<file path="config.mk">
export PLATFORM = sky130hd
export DESIGN_NAME = ctrl_unit
export DESIGN_NICKNAME = d
export VERILOG_FILES = /design/src/verilog/isa_pkg.sv /design/src/verilog/ctrl_pkg.sv /design/src/verilog/instr_decoder.sv /design/src/verilog/control_sequencer.sv /design/src/verilog/control_signal_encoder.sv /design/src/verilog/ctrl_unit.sv
export VERILOG_INCLUDE_DIRS = /design/src /design/src/verilog
export SDC_FILE = /design/constraint.sdc
export NUM_CORES = 1
export LEC_CHECK = 0
export BUFFER_PORTS_ARGS = -buffer_cell sky130_fd_sc_hd__buf_2
export CORE_MARGIN = 1.5
export CORE_UTILIZATION = 25
export CTS_BUF_LIST = sky130_fd_sc_hd__clkbuf_16
export CTS_CLUSTER_DIAMETER = 50
export CTS_CLUSTER_SIZE = 28
export DETAILED_ROUTE_END_ITERATION = 16
export HOLD_SLACK_MARGIN = 0.15
export PLACE_DENSITY = 0.48
export SLEW_MARGIN = 5
export SYNTH_ARGS = -nofsm -noshare
export SYNTH_HDL_FRONTEND = slang
export SYNTH_SLANG_ARGS = --single-unit
</file>
<file path="constraint.sdc">
create_clock -name clk -period 1.7 [get_ports clk]
set_clock_uncertainty 0.05 [all_clocks]
set_input_delay 0.085 -clock clk [delete_from_list [all_inputs] [get_ports clk]]
set_output_delay 0.085 -clock clk [all_outputs]
set_load 0.02 [all_outputs]
</file>
<file path="src/verilog/ctrl_settings.svh">
`ifndef CTRL_SETTINGS_SVH
`define CTRL_SETTINGS_SVH

// Instruction field widths
`define CTRL_OPCODE_W 6
`define CTRL_FUNCT_W 6

// Width of the per-state step counter
`define CTRL_STEP_W 3

// Fixed phase lengths in cycles
`define CTRL_FETCH_STEPS 4
`define CTRL_DECODE_STEPS 3

`endif

</file>
<file path="src/verilog/isa_pkg.sv">
package isa_pkg;

    `include "ctrl_settings.svh"

    // Major opcodes, R-type resolved further by funct
    typedef enum logic [`CTRL_OPCODE_W-1:0] {
        op_rtype = 6'h00,
        op_addi  = 6'h08
    } opcode_t;

    // R-type function codes
    typedef enum logic [`CTRL_FUNCT_W-1:0] {
        fn_sll = 6'h00,
        fn_srl = 6'h02,
        fn_sra = 6'h03,
        fn_jr  = 6'h08,
        fn_add = 6'h20,
        fn_sub = 6'h22,
        fn_and = 6'h24,
        fn_slt = 6'h2a
    } funct_t;

    // Execute behaviour of an instruction
    typedef enum logic [3:0] {
        cls_add,
        cls_sub,
        cls_and,
        cls_slt,
        cls_addi,
        cls_jr,
        cls_sll,
        cls_srl,
        cls_sra,
        cls_illegal
    } instr_class_t;

endpackage

</file>
<file path="src/verilog/ctrl_pkg.sv">
package ctrl_pkg;

    typedef enum logic [3:0] {
        st_reset,
        st_fetch,
        st_decode,
        st_alu,
        st_addi,
        st_slt,
        st_jr,
        st_shift_load,
        st_shift_run,
        st_close
    } ctrl_state_t;

    // Encodings fixed by the datapath ALU
    typedef enum logic [2:0] {
        alu_load = 3'd0,
        alu_add  = 3'd1,
        alu_sub  = 3'd2,
        alu_and  = 3'd3,
        alu_cmp  = 3'd7
    } alu_op_t;

    typedef enum logic [1:0] {
        b_reg    = 2'd0,
        b_four   = 2'd1,
        b_imm    = 2'd2,
        b_offset = 2'd3
    } alu_b_sel_t;

    typedef enum logic [1:0] {
        dst_rt = 2'd0,
        dst_rd = 2'd1
    } reg_dst_sel_t;

    // Register file write data mux
    typedef enum logic [2:0] {
        data_alu   = 3'd1,
        data_shift = 3'd4,
        data_lt    = 3'd6
    } data_src_sel_t;

    typedef enum logic [2:0] {
        sh_none        = 3'd0,
        sh_load        = 3'd1,
        sh_left        = 3'd2,
        sh_right_logic = 3'd3,
        sh_right_arith = 3'd4
    } shift_op_t;

endpackage

</file>
<file path="src/verilog/instr_decoder.sv">
`timescale 1ns/10ps

module instr_decoder (
    input  isa_pkg::opcode_t      opcode,
    input  isa_pkg::funct_t       funct,
    output isa_pkg::instr_class_t instr_class
);

    always_comb begin
        instr_class = isa_pkg::cls_illegal;
        case (opcode)
            isa_pkg::op_rtype: begin
                case (funct)
                    isa_pkg::fn_add: instr_class = isa_pkg::cls_add;
                    isa_pkg::fn_sub: instr_class = isa_pkg::cls_sub;
                    isa_pkg::fn_and: instr_class = isa_pkg::cls_and;
                    isa_pkg::fn_slt: instr_class = isa_pkg::cls_slt;
                    isa_pkg::fn_jr: instr_class = isa_pkg::cls_jr;
                    isa_pkg::fn_sll: instr_class = isa_pkg::cls_sll;
                    isa_pkg::fn_srl: instr_class = isa_pkg::cls_srl;
                    isa_pkg::fn_sra: instr_class = isa_pkg::cls_sra;
                    // break, rte and anything else
                    default: instr_class = isa_pkg::cls_illegal;
                endcase
            end
            isa_pkg::op_addi: begin
                instr_class = isa_pkg::cls_addi;
            end
            default: begin
                instr_class = isa_pkg::cls_illegal;
            end
        endcase
    end

endmodule

</file>
<file path="src/verilog/control_sequencer.sv">
`timescale 1ns/10ps

`include "ctrl_settings.svh"

module control_sequencer (
    input  logic                    clk,
    input  logic                    reset,
    input  isa_pkg::instr_class_t   instr_class,
    output ctrl_pkg::ctrl_state_t   state,
    output logic [`CTRL_STEP_W-1:0] step,
    output isa_pkg::instr_class_t   cur_class
);

    // Final step index of each state
    localparam logic [`CTRL_STEP_W-1:0] fetch_last  = `CTRL_FETCH_STEPS - 1;
    localparam logic [`CTRL_STEP_W-1:0] decode_last = `CTRL_DECODE_STEPS - 1;
    localparam logic [`CTRL_STEP_W-1:0] alu_last    = 2;
    localparam logic [`CTRL_STEP_W-1:0] slt_last    = 1;
    localparam logic [`CTRL_STEP_W-1:0] shift_last  = 1;
    localparam logic [`CTRL_STEP_W-1:0] single_last = 0;

    logic [`CTRL_STEP_W-1:0] last_step;
    ctrl_pkg::ctrl_state_t   next_state;
    logic                    state_done;

    always_comb begin
        case (state)
            ctrl_pkg::st_fetch: last_step = fetch_last;
            ctrl_pkg::st_decode: last_step = decode_last;
            ctrl_pkg::st_alu,
            ctrl_pkg::st_addi: last_step = alu_last;
            ctrl_pkg::st_slt: last_step = slt_last;
            ctrl_pkg::st_shift_run: last_step = shift_last;
            default: last_step = single_last;
        endcase
    end

    assign state_done = (step == last_step);

    // Successor taken once the current state has run all its steps
    always_comb begin
        case (state)
            ctrl_pkg::st_reset: next_state = ctrl_pkg::st_fetch;
            ctrl_pkg::st_fetch: next_state = ctrl_pkg::st_decode;
            ctrl_pkg::st_decode: begin
                case (instr_class)
                    isa_pkg::cls_add,
                    isa_pkg::cls_sub,
                    isa_pkg::cls_and: next_state = ctrl_pkg::st_alu;
                    isa_pkg::cls_addi: next_state = ctrl_pkg::st_addi;
                    isa_pkg::cls_slt: next_state = ctrl_pkg::st_slt;
                    isa_pkg::cls_jr: next_state = ctrl_pkg::st_jr;
                    isa_pkg::cls_sll,
                    isa_pkg::cls_srl,
                    isa_pkg::cls_sra: next_state = ctrl_pkg::st_shift_load;
                    // Unsupported code skips execute
                    default: next_state = ctrl_pkg::st_close;
                endcase
            end
            ctrl_pkg::st_shift_load: next_state = ctrl_pkg::st_shift_run;
            ctrl_pkg::st_close: next_state = ctrl_pkg::st_fetch;
            ctrl_pkg::st_alu,
            ctrl_pkg::st_addi,
            ctrl_pkg::st_slt,
            ctrl_pkg::st_jr,
            ctrl_pkg::st_shift_run: next_state = ctrl_pkg::st_close;
            default: next_state = ctrl_pkg::st_reset;
        endcase
    end

    always_ff @(posedge clk) begin
        if (reset) begin
            state     <= ctrl_pkg::st_reset;
            step      <= '0;
            cur_class <= isa_pkg::cls_illegal;
        end else begin
            if (state_done) begin
                state <= next_state;
                step  <= '0;
            end else begin
                step <= step + 1'b1;
            end
            // Held for the whole execute phase
            if (state == ctrl_pkg::st_decode && state_done) begin
                cur_class <= instr_class;
            end
        end
    end

endmodule

</file>
<file path="src/verilog/control_signal_encoder.sv">
`timescale 1ns/10ps

`include "ctrl_settings.svh"

module control_signal_encoder (
    input  logic                    clk,
    input  logic                    reset,
    input  ctrl_pkg::ctrl_state_t   state,
    input  logic [`CTRL_STEP_W-1:0] step,
    input  isa_pkg::instr_class_t   cur_class,
    output logic                    pc_w,
    output logic                    ir_w,
    output logic                    reg_ab_w,
    output logic                    alu_out_w,
    output logic                    reg_w,
    output logic                    alu_src_a,
    output logic                    rst_out,
    output ctrl_pkg::alu_b_sel_t    alu_src_b,
    output ctrl_pkg::alu_op_t       alu_op,
    output ctrl_pkg::reg_dst_sel_t  reg_dst,
    output ctrl_pkg::data_src_sel_t data_src,
    output ctrl_pkg::shift_op_t     shift_control
);

    localparam logic [`CTRL_STEP_W-1:0] fetch_last = `CTRL_FETCH_STEPS - 1;
    localparam logic [`CTRL_STEP_W-1:0] write_step = 2;

    logic                    nxt_pc_w;
    logic                    nxt_ir_w;
    logic                    nxt_reg_ab_w;
    logic                    nxt_alu_out_w;
    logic                    nxt_reg_w;
    logic                    nxt_alu_src_a;
    logic                    nxt_rst_out;
    ctrl_pkg::alu_b_sel_t    nxt_alu_src_b;
    ctrl_pkg::alu_op_t       nxt_alu_op;
    ctrl_pkg::reg_dst_sel_t  nxt_reg_dst;
    ctrl_pkg::data_src_sel_t nxt_data_src;
    ctrl_pkg::shift_op_t     nxt_shift_control;

    always_comb begin
        nxt_pc_w          = 1'b0;
        nxt_ir_w          = 1'b0;
        nxt_reg_ab_w      = 1'b0;
        nxt_alu_out_w     = 1'b0;
        nxt_reg_w         = 1'b0;
        nxt_rst_out       = 1'b0;
        nxt_alu_src_a     = 1'b0;
        nxt_alu_src_b     = ctrl_pkg::b_reg;
        nxt_alu_op        = ctrl_pkg::alu_load;
        nxt_reg_dst       = ctrl_pkg::dst_rt;
        nxt_data_src      = ctrl_pkg::data_alu;
        nxt_shift_control = ctrl_pkg::sh_none;
        case (state)
            ctrl_pkg::st_reset: begin
                nxt_rst_out = 1'b1;
            end
            ctrl_pkg::st_fetch: begin
                // PC + 4 while memory is read
                nxt_alu_op    = ctrl_pkg::alu_add;
                nxt_alu_src_b = ctrl_pkg::b_four;
                if (step == fetch_last) begin
                    nxt_pc_w = 1'b1;
                    nxt_ir_w = 1'b1;
                end
            end
            ctrl_pkg::st_decode: begin
                // Branch target precomputed into ALUOut
                nxt_alu_op    = ctrl_pkg::alu_add;
                nxt_alu_src_b = ctrl_pkg::b_offset;
                if (step == '0) begin
                    nxt_reg_ab_w  = 1'b1;
                    nxt_alu_out_w = 1'b1;
                end
            end
            ctrl_pkg::st_alu: begin
                nxt_alu_src_a = 1'b1;
                nxt_reg_dst   = ctrl_pkg::dst_rd;
                case (cur_class)
                    isa_pkg::cls_sub: nxt_alu_op = ctrl_pkg::alu_sub;
                    isa_pkg::cls_and: nxt_alu_op = ctrl_pkg::alu_and;
                    default: nxt_alu_op = ctrl_pkg::alu_add;
                endcase
                nxt_alu_out_w = (step == '0);
                nxt_reg_w     = (step == write_step);
            end
            ctrl_pkg::st_addi: begin
                nxt_alu_src_a = 1'b1;
                nxt_alu_src_b = ctrl_pkg::b_imm;
                nxt_alu_op    = ctrl_pkg::alu_add;
                nxt_alu_out_w = (step == '0);
                nxt_reg_w     = (step == write_step);
            end
            ctrl_pkg::st_slt: begin
                // Result comes from the LT flag, written in the first step
                nxt_alu_src_a = 1'b1;
                nxt_alu_op    = ctrl_pkg::alu_cmp;
                nxt_data_src  = ctrl_pkg::data_lt;
                nxt_reg_dst   = ctrl_pkg::dst_rd;
                nxt_alu_out_w = 1'b1;
                nxt_reg_w     = (step == '0);
            end
            ctrl_pkg::st_jr: begin
                // ALU passes rs straight to the PC
                nxt_alu_src_a = 1'b1;
                nxt_alu_op    = ctrl_pkg::alu_load;
                nxt_reg_dst   = ctrl_pkg::dst_rd;
                nxt_pc_w      = 1'b1;
            end
            ctrl_pkg::st_shift_load: begin
                nxt_shift_control = ctrl_pkg::sh_load;
                nxt_data_src      = ctrl_pkg::data_shift;
                nxt_reg_dst       = ctrl_pkg::dst_rd;
            end
            ctrl_pkg::st_shift_run: begin
                nxt_data_src = ctrl_pkg::data_shift;
                nxt_reg_dst  = ctrl_pkg::dst_rd;
                if (step == '0) begin
                    case (cur_class)
                        isa_pkg::cls_sll: nxt_shift_control = ctrl_pkg::sh_left;
                        isa_pkg::cls_srl: nxt_shift_control = ctrl_pkg::sh_right_logic;
                        isa_pkg::cls_sra: nxt_shift_control = ctrl_pkg::sh_right_arith;
                        default: nxt_shift_control = ctrl_pkg::sh_none;
                    endcase
                end else begin
                    nxt_reg_w = 1'b1;
                end
            end
            default: begin
                // Close step keeps every default
            end
        endcase
    end

    always_ff @(posedge clk) begin
        if (reset) begin
            pc_w      <= 1'b0;
            ir_w      <= 1'b0;
            reg_ab_w  <= 1'b0;
            alu_out_w <= 1'b0;
            reg_w     <= 1'b0;
            rst_out   <= 1'b1;
        end else begin
            pc_w      <= nxt_pc_w;
            ir_w      <= nxt_ir_w;
            reg_ab_w  <= nxt_reg_ab_w;
            alu_out_w <= nxt_alu_out_w;
            reg_w     <= nxt_reg_w;
            rst_out   <= nxt_rst_out;
        end
    end

    always_ff @(posedge clk) begin
        alu_src_a     <= nxt_alu_src_a;
        alu_src_b     <= nxt_alu_src_b;
        alu_op        <= nxt_alu_op;
        reg_dst       <= nxt_reg_dst;
        data_src      <= nxt_data_src;
        shift_control <= nxt_shift_control;
    end

endmodule

</file>
<file path="src/verilog/ctrl_unit.sv">
`timescale 1ns/10ps

`include "ctrl_settings.svh"

module ctrl_unit (
    input  logic                      clk,
    input  logic                      reset,
    input  logic [`CTRL_OPCODE_W-1:0] opcode,
    input  logic [`CTRL_FUNCT_W-1:0]  funct,
    output logic                      pc_w,
    output logic                      ir_w,
    output logic                      reg_ab_w,
    output logic                      alu_out_w,
    output logic                      reg_w,
    output logic                      alu_src_a,
    output logic                      rst_out,
    output ctrl_pkg::alu_b_sel_t      alu_src_b,
    output ctrl_pkg::alu_op_t         alu_op,
    output ctrl_pkg::reg_dst_sel_t    reg_dst,
    output ctrl_pkg::data_src_sel_t   data_src,
    output ctrl_pkg::shift_op_t       shift_control
);

    isa_pkg::opcode_t        opcode_field;
    isa_pkg::funct_t         funct_field;
    isa_pkg::instr_class_t   instr_class;
    isa_pkg::instr_class_t   cur_class;
    ctrl_pkg::ctrl_state_t   state;
    logic [`CTRL_STEP_W-1:0] step;

    // Raw IR fields may carry codes outside the enums
    assign opcode_field = isa_pkg::opcode_t'(opcode);
    assign funct_field  = isa_pkg::funct_t'(funct);

    instr_decoder instr_decoder_inst (
        .opcode      (opcode_field),
        .funct       (funct_field),
        .instr_class (instr_class)
    );

    control_sequencer control_sequencer_inst (
        .clk         (clk),
        .reset       (reset),
        .instr_class (instr_class),
        .state       (state),
        .step        (step),
        .cur_class   (cur_class)
    );

    control_signal_encoder control_signal_encoder_inst (
        .clk           (clk),
        .reset         (reset),
        .state         (state),
        .step          (step),
        .cur_class     (cur_class),
        .pc_w          (pc_w),
        .ir_w          (ir_w),
        .reg_ab_w      (reg_ab_w),
        .alu_out_w     (alu_out_w),
        .reg_w         (reg_w),
        .alu_src_a     (alu_src_a),
        .rst_out       (rst_out),
        .alu_src_b     (alu_src_b),
        .alu_op        (alu_op),
        .reg_dst       (reg_dst),
        .data_src      (data_src),
        .shift_control (shift_control)
    );

endmodule

</file>
==> metrics.txt <==
gr ovfl total=0; Max Cap Viol=0; Die Y=84.07 um; vias post-DR=1540; failing checks=setup timing; number of buffers created by CTS=5; vias in the first global route=1419; status=finished with violations; final hold viol count=0; post-synth cell types=57; critical path arrival=1870 ps; Port Buffers=32; RD Place Congestion=0.7689; DRT Pass-1 Iters=4; clk root buf=clkbuf_16; RR Endpoint=control_sequencer_inst.cur_class[2]; DRT Wirelength=4194 um; Max Slew Vio Count=0; kind of critical path=flip-flop to flip-flop; post-route cell area=2290 um2; first-pass GRT wire length=6969 um; Worst R2R Start=control_sequencer_inst.state[0]; Mapped Nets=211; CP required=1850 ps; CTS tree=built; clock buffer depth=2; Syn-to-layout area delta=39.38%; reg2reg setup slack=-20 ps; sequential element share of the synthesized area=0.3656; total track usage=0.1253; crit share post-route=1.009; Synth Warn #=0; CP cell instances=or4b_4 -> nor2_4 -> o21ai_4 -> or3_1 -> a21oi_1; CP Capture Type=flip-flop; fmax=0.5830 GHz; final core utilization=0.3606; drt via density=4.724; io pins=34; dpl ws=-122.8 ps; cell family with most CP delay=simple AND/OR/NAND/NOR gates; Power Total=3.287 mW; R2R cell count=5; Initial Util=0.2587; async set-reset flop share out of synthesis=0; Rows=29; DRT antenna net count=0; # H-tree levels=2; DRC=0; Yosys reg bits=30; Pwr Density=1436 nW/um2; CORE AREA=6350 um2; peak fanout along the critical path=7; placement-stage cell area=2007 um2; CP Launch Type=flip-flop; clock-pin slew on the worst setup and hold paths=50 ps; post-route minimum period=1715 ps; DP HPWL=3071 um; Mapped Cells=193; # clock sinks=30; critical path's largest stage delay=590 ps; Worst Hold Depth=5; Syn Area/Cell=8.512 um2; 1st-iter DRT viols=66; Max VDD drop=0.6736 mV; largest net degree at the start of global routing=14; die width=84.07 um; Buf+Inv Stages, Crit Path=0; Worst Hold Path EP=control_sequencer_inst.cur_class[3]; Avg WL per Cell=12.87 um; final setup violation count=4; Main synth FF type=dfxtp_1; slowest CP cell=or4b_4; layout cell share with drive strength beyond 1=0.3574; worst skew pair latency=270 ps; NumNets Final=268; min-delay src=opcode[4]; RSZ-0062 raised after global routing=true; Die ar.=7067 um2; Netlist Area Pre-Place=1643 um2; Hold WS=276.1 ps; initial antenna violation count=0; Worst Hold Class=input pin to flip-flop; setup ws final=-15.25 ps; Ant. Diodes=0; Post-synth EDFFs=0; cell leakage power=0.9807 nW
## per-stage QoR
| step | instances | setup TNS (ps) |
|---|---|---|
| finish | 326 | -37.80 |
| global route | 326 | -572.5 |
| CTS | 326 | -86.31 |
| detailed placement | 311 | -493.8 |
| global placement | 311 | -206.8 |
| floorplan | 193 | -45.63 |
## worst max-delay path by stage
stage	from	to	depth (start not counted)
2_1_floorplan	control_sequencer_inst.state[2]	control_sequencer_inst.cur_class[2]	6
3_3_place_gp	control_sequencer_inst.state[3]	control_sequencer_inst.cur_class[2]	5
3_5_place_dp	control_sequencer_inst.state[1]	control_sequencer_inst.state[1]	6
4_1_cts	control_sequencer_inst.state[1]	control_sequencer_inst.state[2]	7
5_1_grt	control_sequencer_inst.state[1]	control_sequencer_inst.step[0]	9
6_report	control_sequencer_inst.state[0]	control_sequencer_inst.cur_class[2]	5
## layout by cell type (no fill, tap or decap), types with 3 or more instances in the layout
cell	n
a21oi_1	7
ha_1	4
inv_1	10
nor2b_1	7
o21ai_1	5
nand2_1	16
o22ai_1	4
nor2_1	16
buf_4	29
dfxtp_1	26
nand2b_1	4
o21ai_0	7
or3_1	3
dfxtp_4	4
clkbuf_16	5
nor3_1	8
a211oi_1	5
buf_2	32
## kinds of logic after synthesis
logic type / Yosys count / share of synthesized area
and+or+nand+nor: 79 / 0.2833
DFF: 30 / 0.3656
muxes: 2 / 0.01219
buffers and inverters: 26 / 0.07464
other: 1 / 0.002283
AOI/OAI and AO/OA: 48 / 0.2155
xor gates and xnor gates: 3 / 0.01600
adders and majority gates: 4 / 0.03047
## final cells by class
type / count / area [um2]
repair buffers: 65 / 420.4
clock buffers: 5 / 125.1
flip-flops and latches: 30 / 615.6
multi-input cells: 138 / 991.0
clock inverters: 1 / 3.754
fillers: 654 / 4060
well taps: 77 / 96.34
inverters: 10 / 37.54
## where the power goes
| group | switching, mW | leakage, nW | total [mW] | internal (mW) |
|---|---|---|---|---|
| clock | 0.275 | 0.0632 | 0.792 | 0.517 |
| sequential | 0.103 | 0.247 | 0.929 | 0.827 |
| combinational | 0.796 | 0.671 | 1.57 | 0.769 |
| total | 1.17 | 0.981 | 3.29 | 2.11 |
## per-layer routing
metal / track usage / up-vias / wire length (um)
li1: - / 800 / -
met1: 0.1515 / 692 / 1950
met2: 0.2102 / 44 / 1990
met3: 0.03066 / 4 / 191
met4: 0.05365 / 0 / 62
met5: 0 / - / 0
## worst min-delay path: cells and delay by family
kind / cells / cell delay [ps]
AND/OR/NAND/NOR: 3 / 300
AO/OA/AOI/OAI: 1 / 100
buffers and inverters: 1 / 70
## cell usage after synthesis, types with 2 or more instances
| master | instances | share of area |
|---|---|---|
| nor3b_1 | 2 | 0.0091 |
| and3_1 | 2 | 0.0076 |
| nand2_1 | 16 | 0.037 |
| o31ai_1 | 2 | 0.0091 |
| o22ai_1 | 4 | 0.015 |
| o21a_1 | 2 | 0.0091 |
| nor3_1 | 10 | 0.030 |
| nor4_1 | 2 | 0.0076 |
| clkbuf_1 | 9 | 0.021 |
| buf_4 | 4 | 0.018 |
| mux2i_1 | 2 | 0.012 |
| or3_1 | 3 | 0.011 |
| nand2b_1 | 4 | 0.015 |
| nor2b_1 | 7 | 0.027 |
| nor2_1 | 16 | 0.037 |
| nand3_1 | 2 | 0.0061 |
| nor4bb_1 | 2 | 0.012 |
| ha_1 | 4 | 0.030 |
| dfxtp_1 | 30 | 0.37 |
| buf_2 | 2 | 0.0061 |
| o21ai_1 | 4 | 0.012 |
| a21oi_1 | 7 | 0.021 |
| a31oi_1 | 2 | 0.0076 |
| a211oi_1 | 5 | 0.023 |
| inv_1 | 10 | 0.023 |
| o21ai_0 | 8 | 0.024 |
| xor2_1 | 2 | 0.011 |
## what timing repair did
action	in CTS	in global routing
setup buffers	6	0
pin swaps	8	6
gates cloned	1	0
hold buffers	2	0
endpoints found under the setup margin	11	9
resized for setup	14	6
endpoints found under the hold margin	6	0
## sequential cells by signal, summed over array words and instances, names as in the netlist
name	flops
control_sequencer_inst.cur_class	4
control_signal_encoder_inst.alu_src_b	2
control_signal_encoder_inst.reg_ab_w	1
control_signal_encoder_inst.alu_out_w	1
control_signal_encoder_inst.pc_w	1
control_signal_encoder_inst.reg_w	1
control_signal_encoder_inst.reg_dst	1
control_signal_encoder_inst.alu_src_a	1
control_signal_encoder_inst.shift_control	3
control_signal_encoder_inst.alu_op	3
control_signal_encoder_inst.ir_w	1
control_signal_encoder_inst.rst_out	1
control_sequencer_inst.state	4
control_signal_encoder_inst.data_src	3
control_sequencer_inst.step	3
Power figures use the tool's default switching activity.
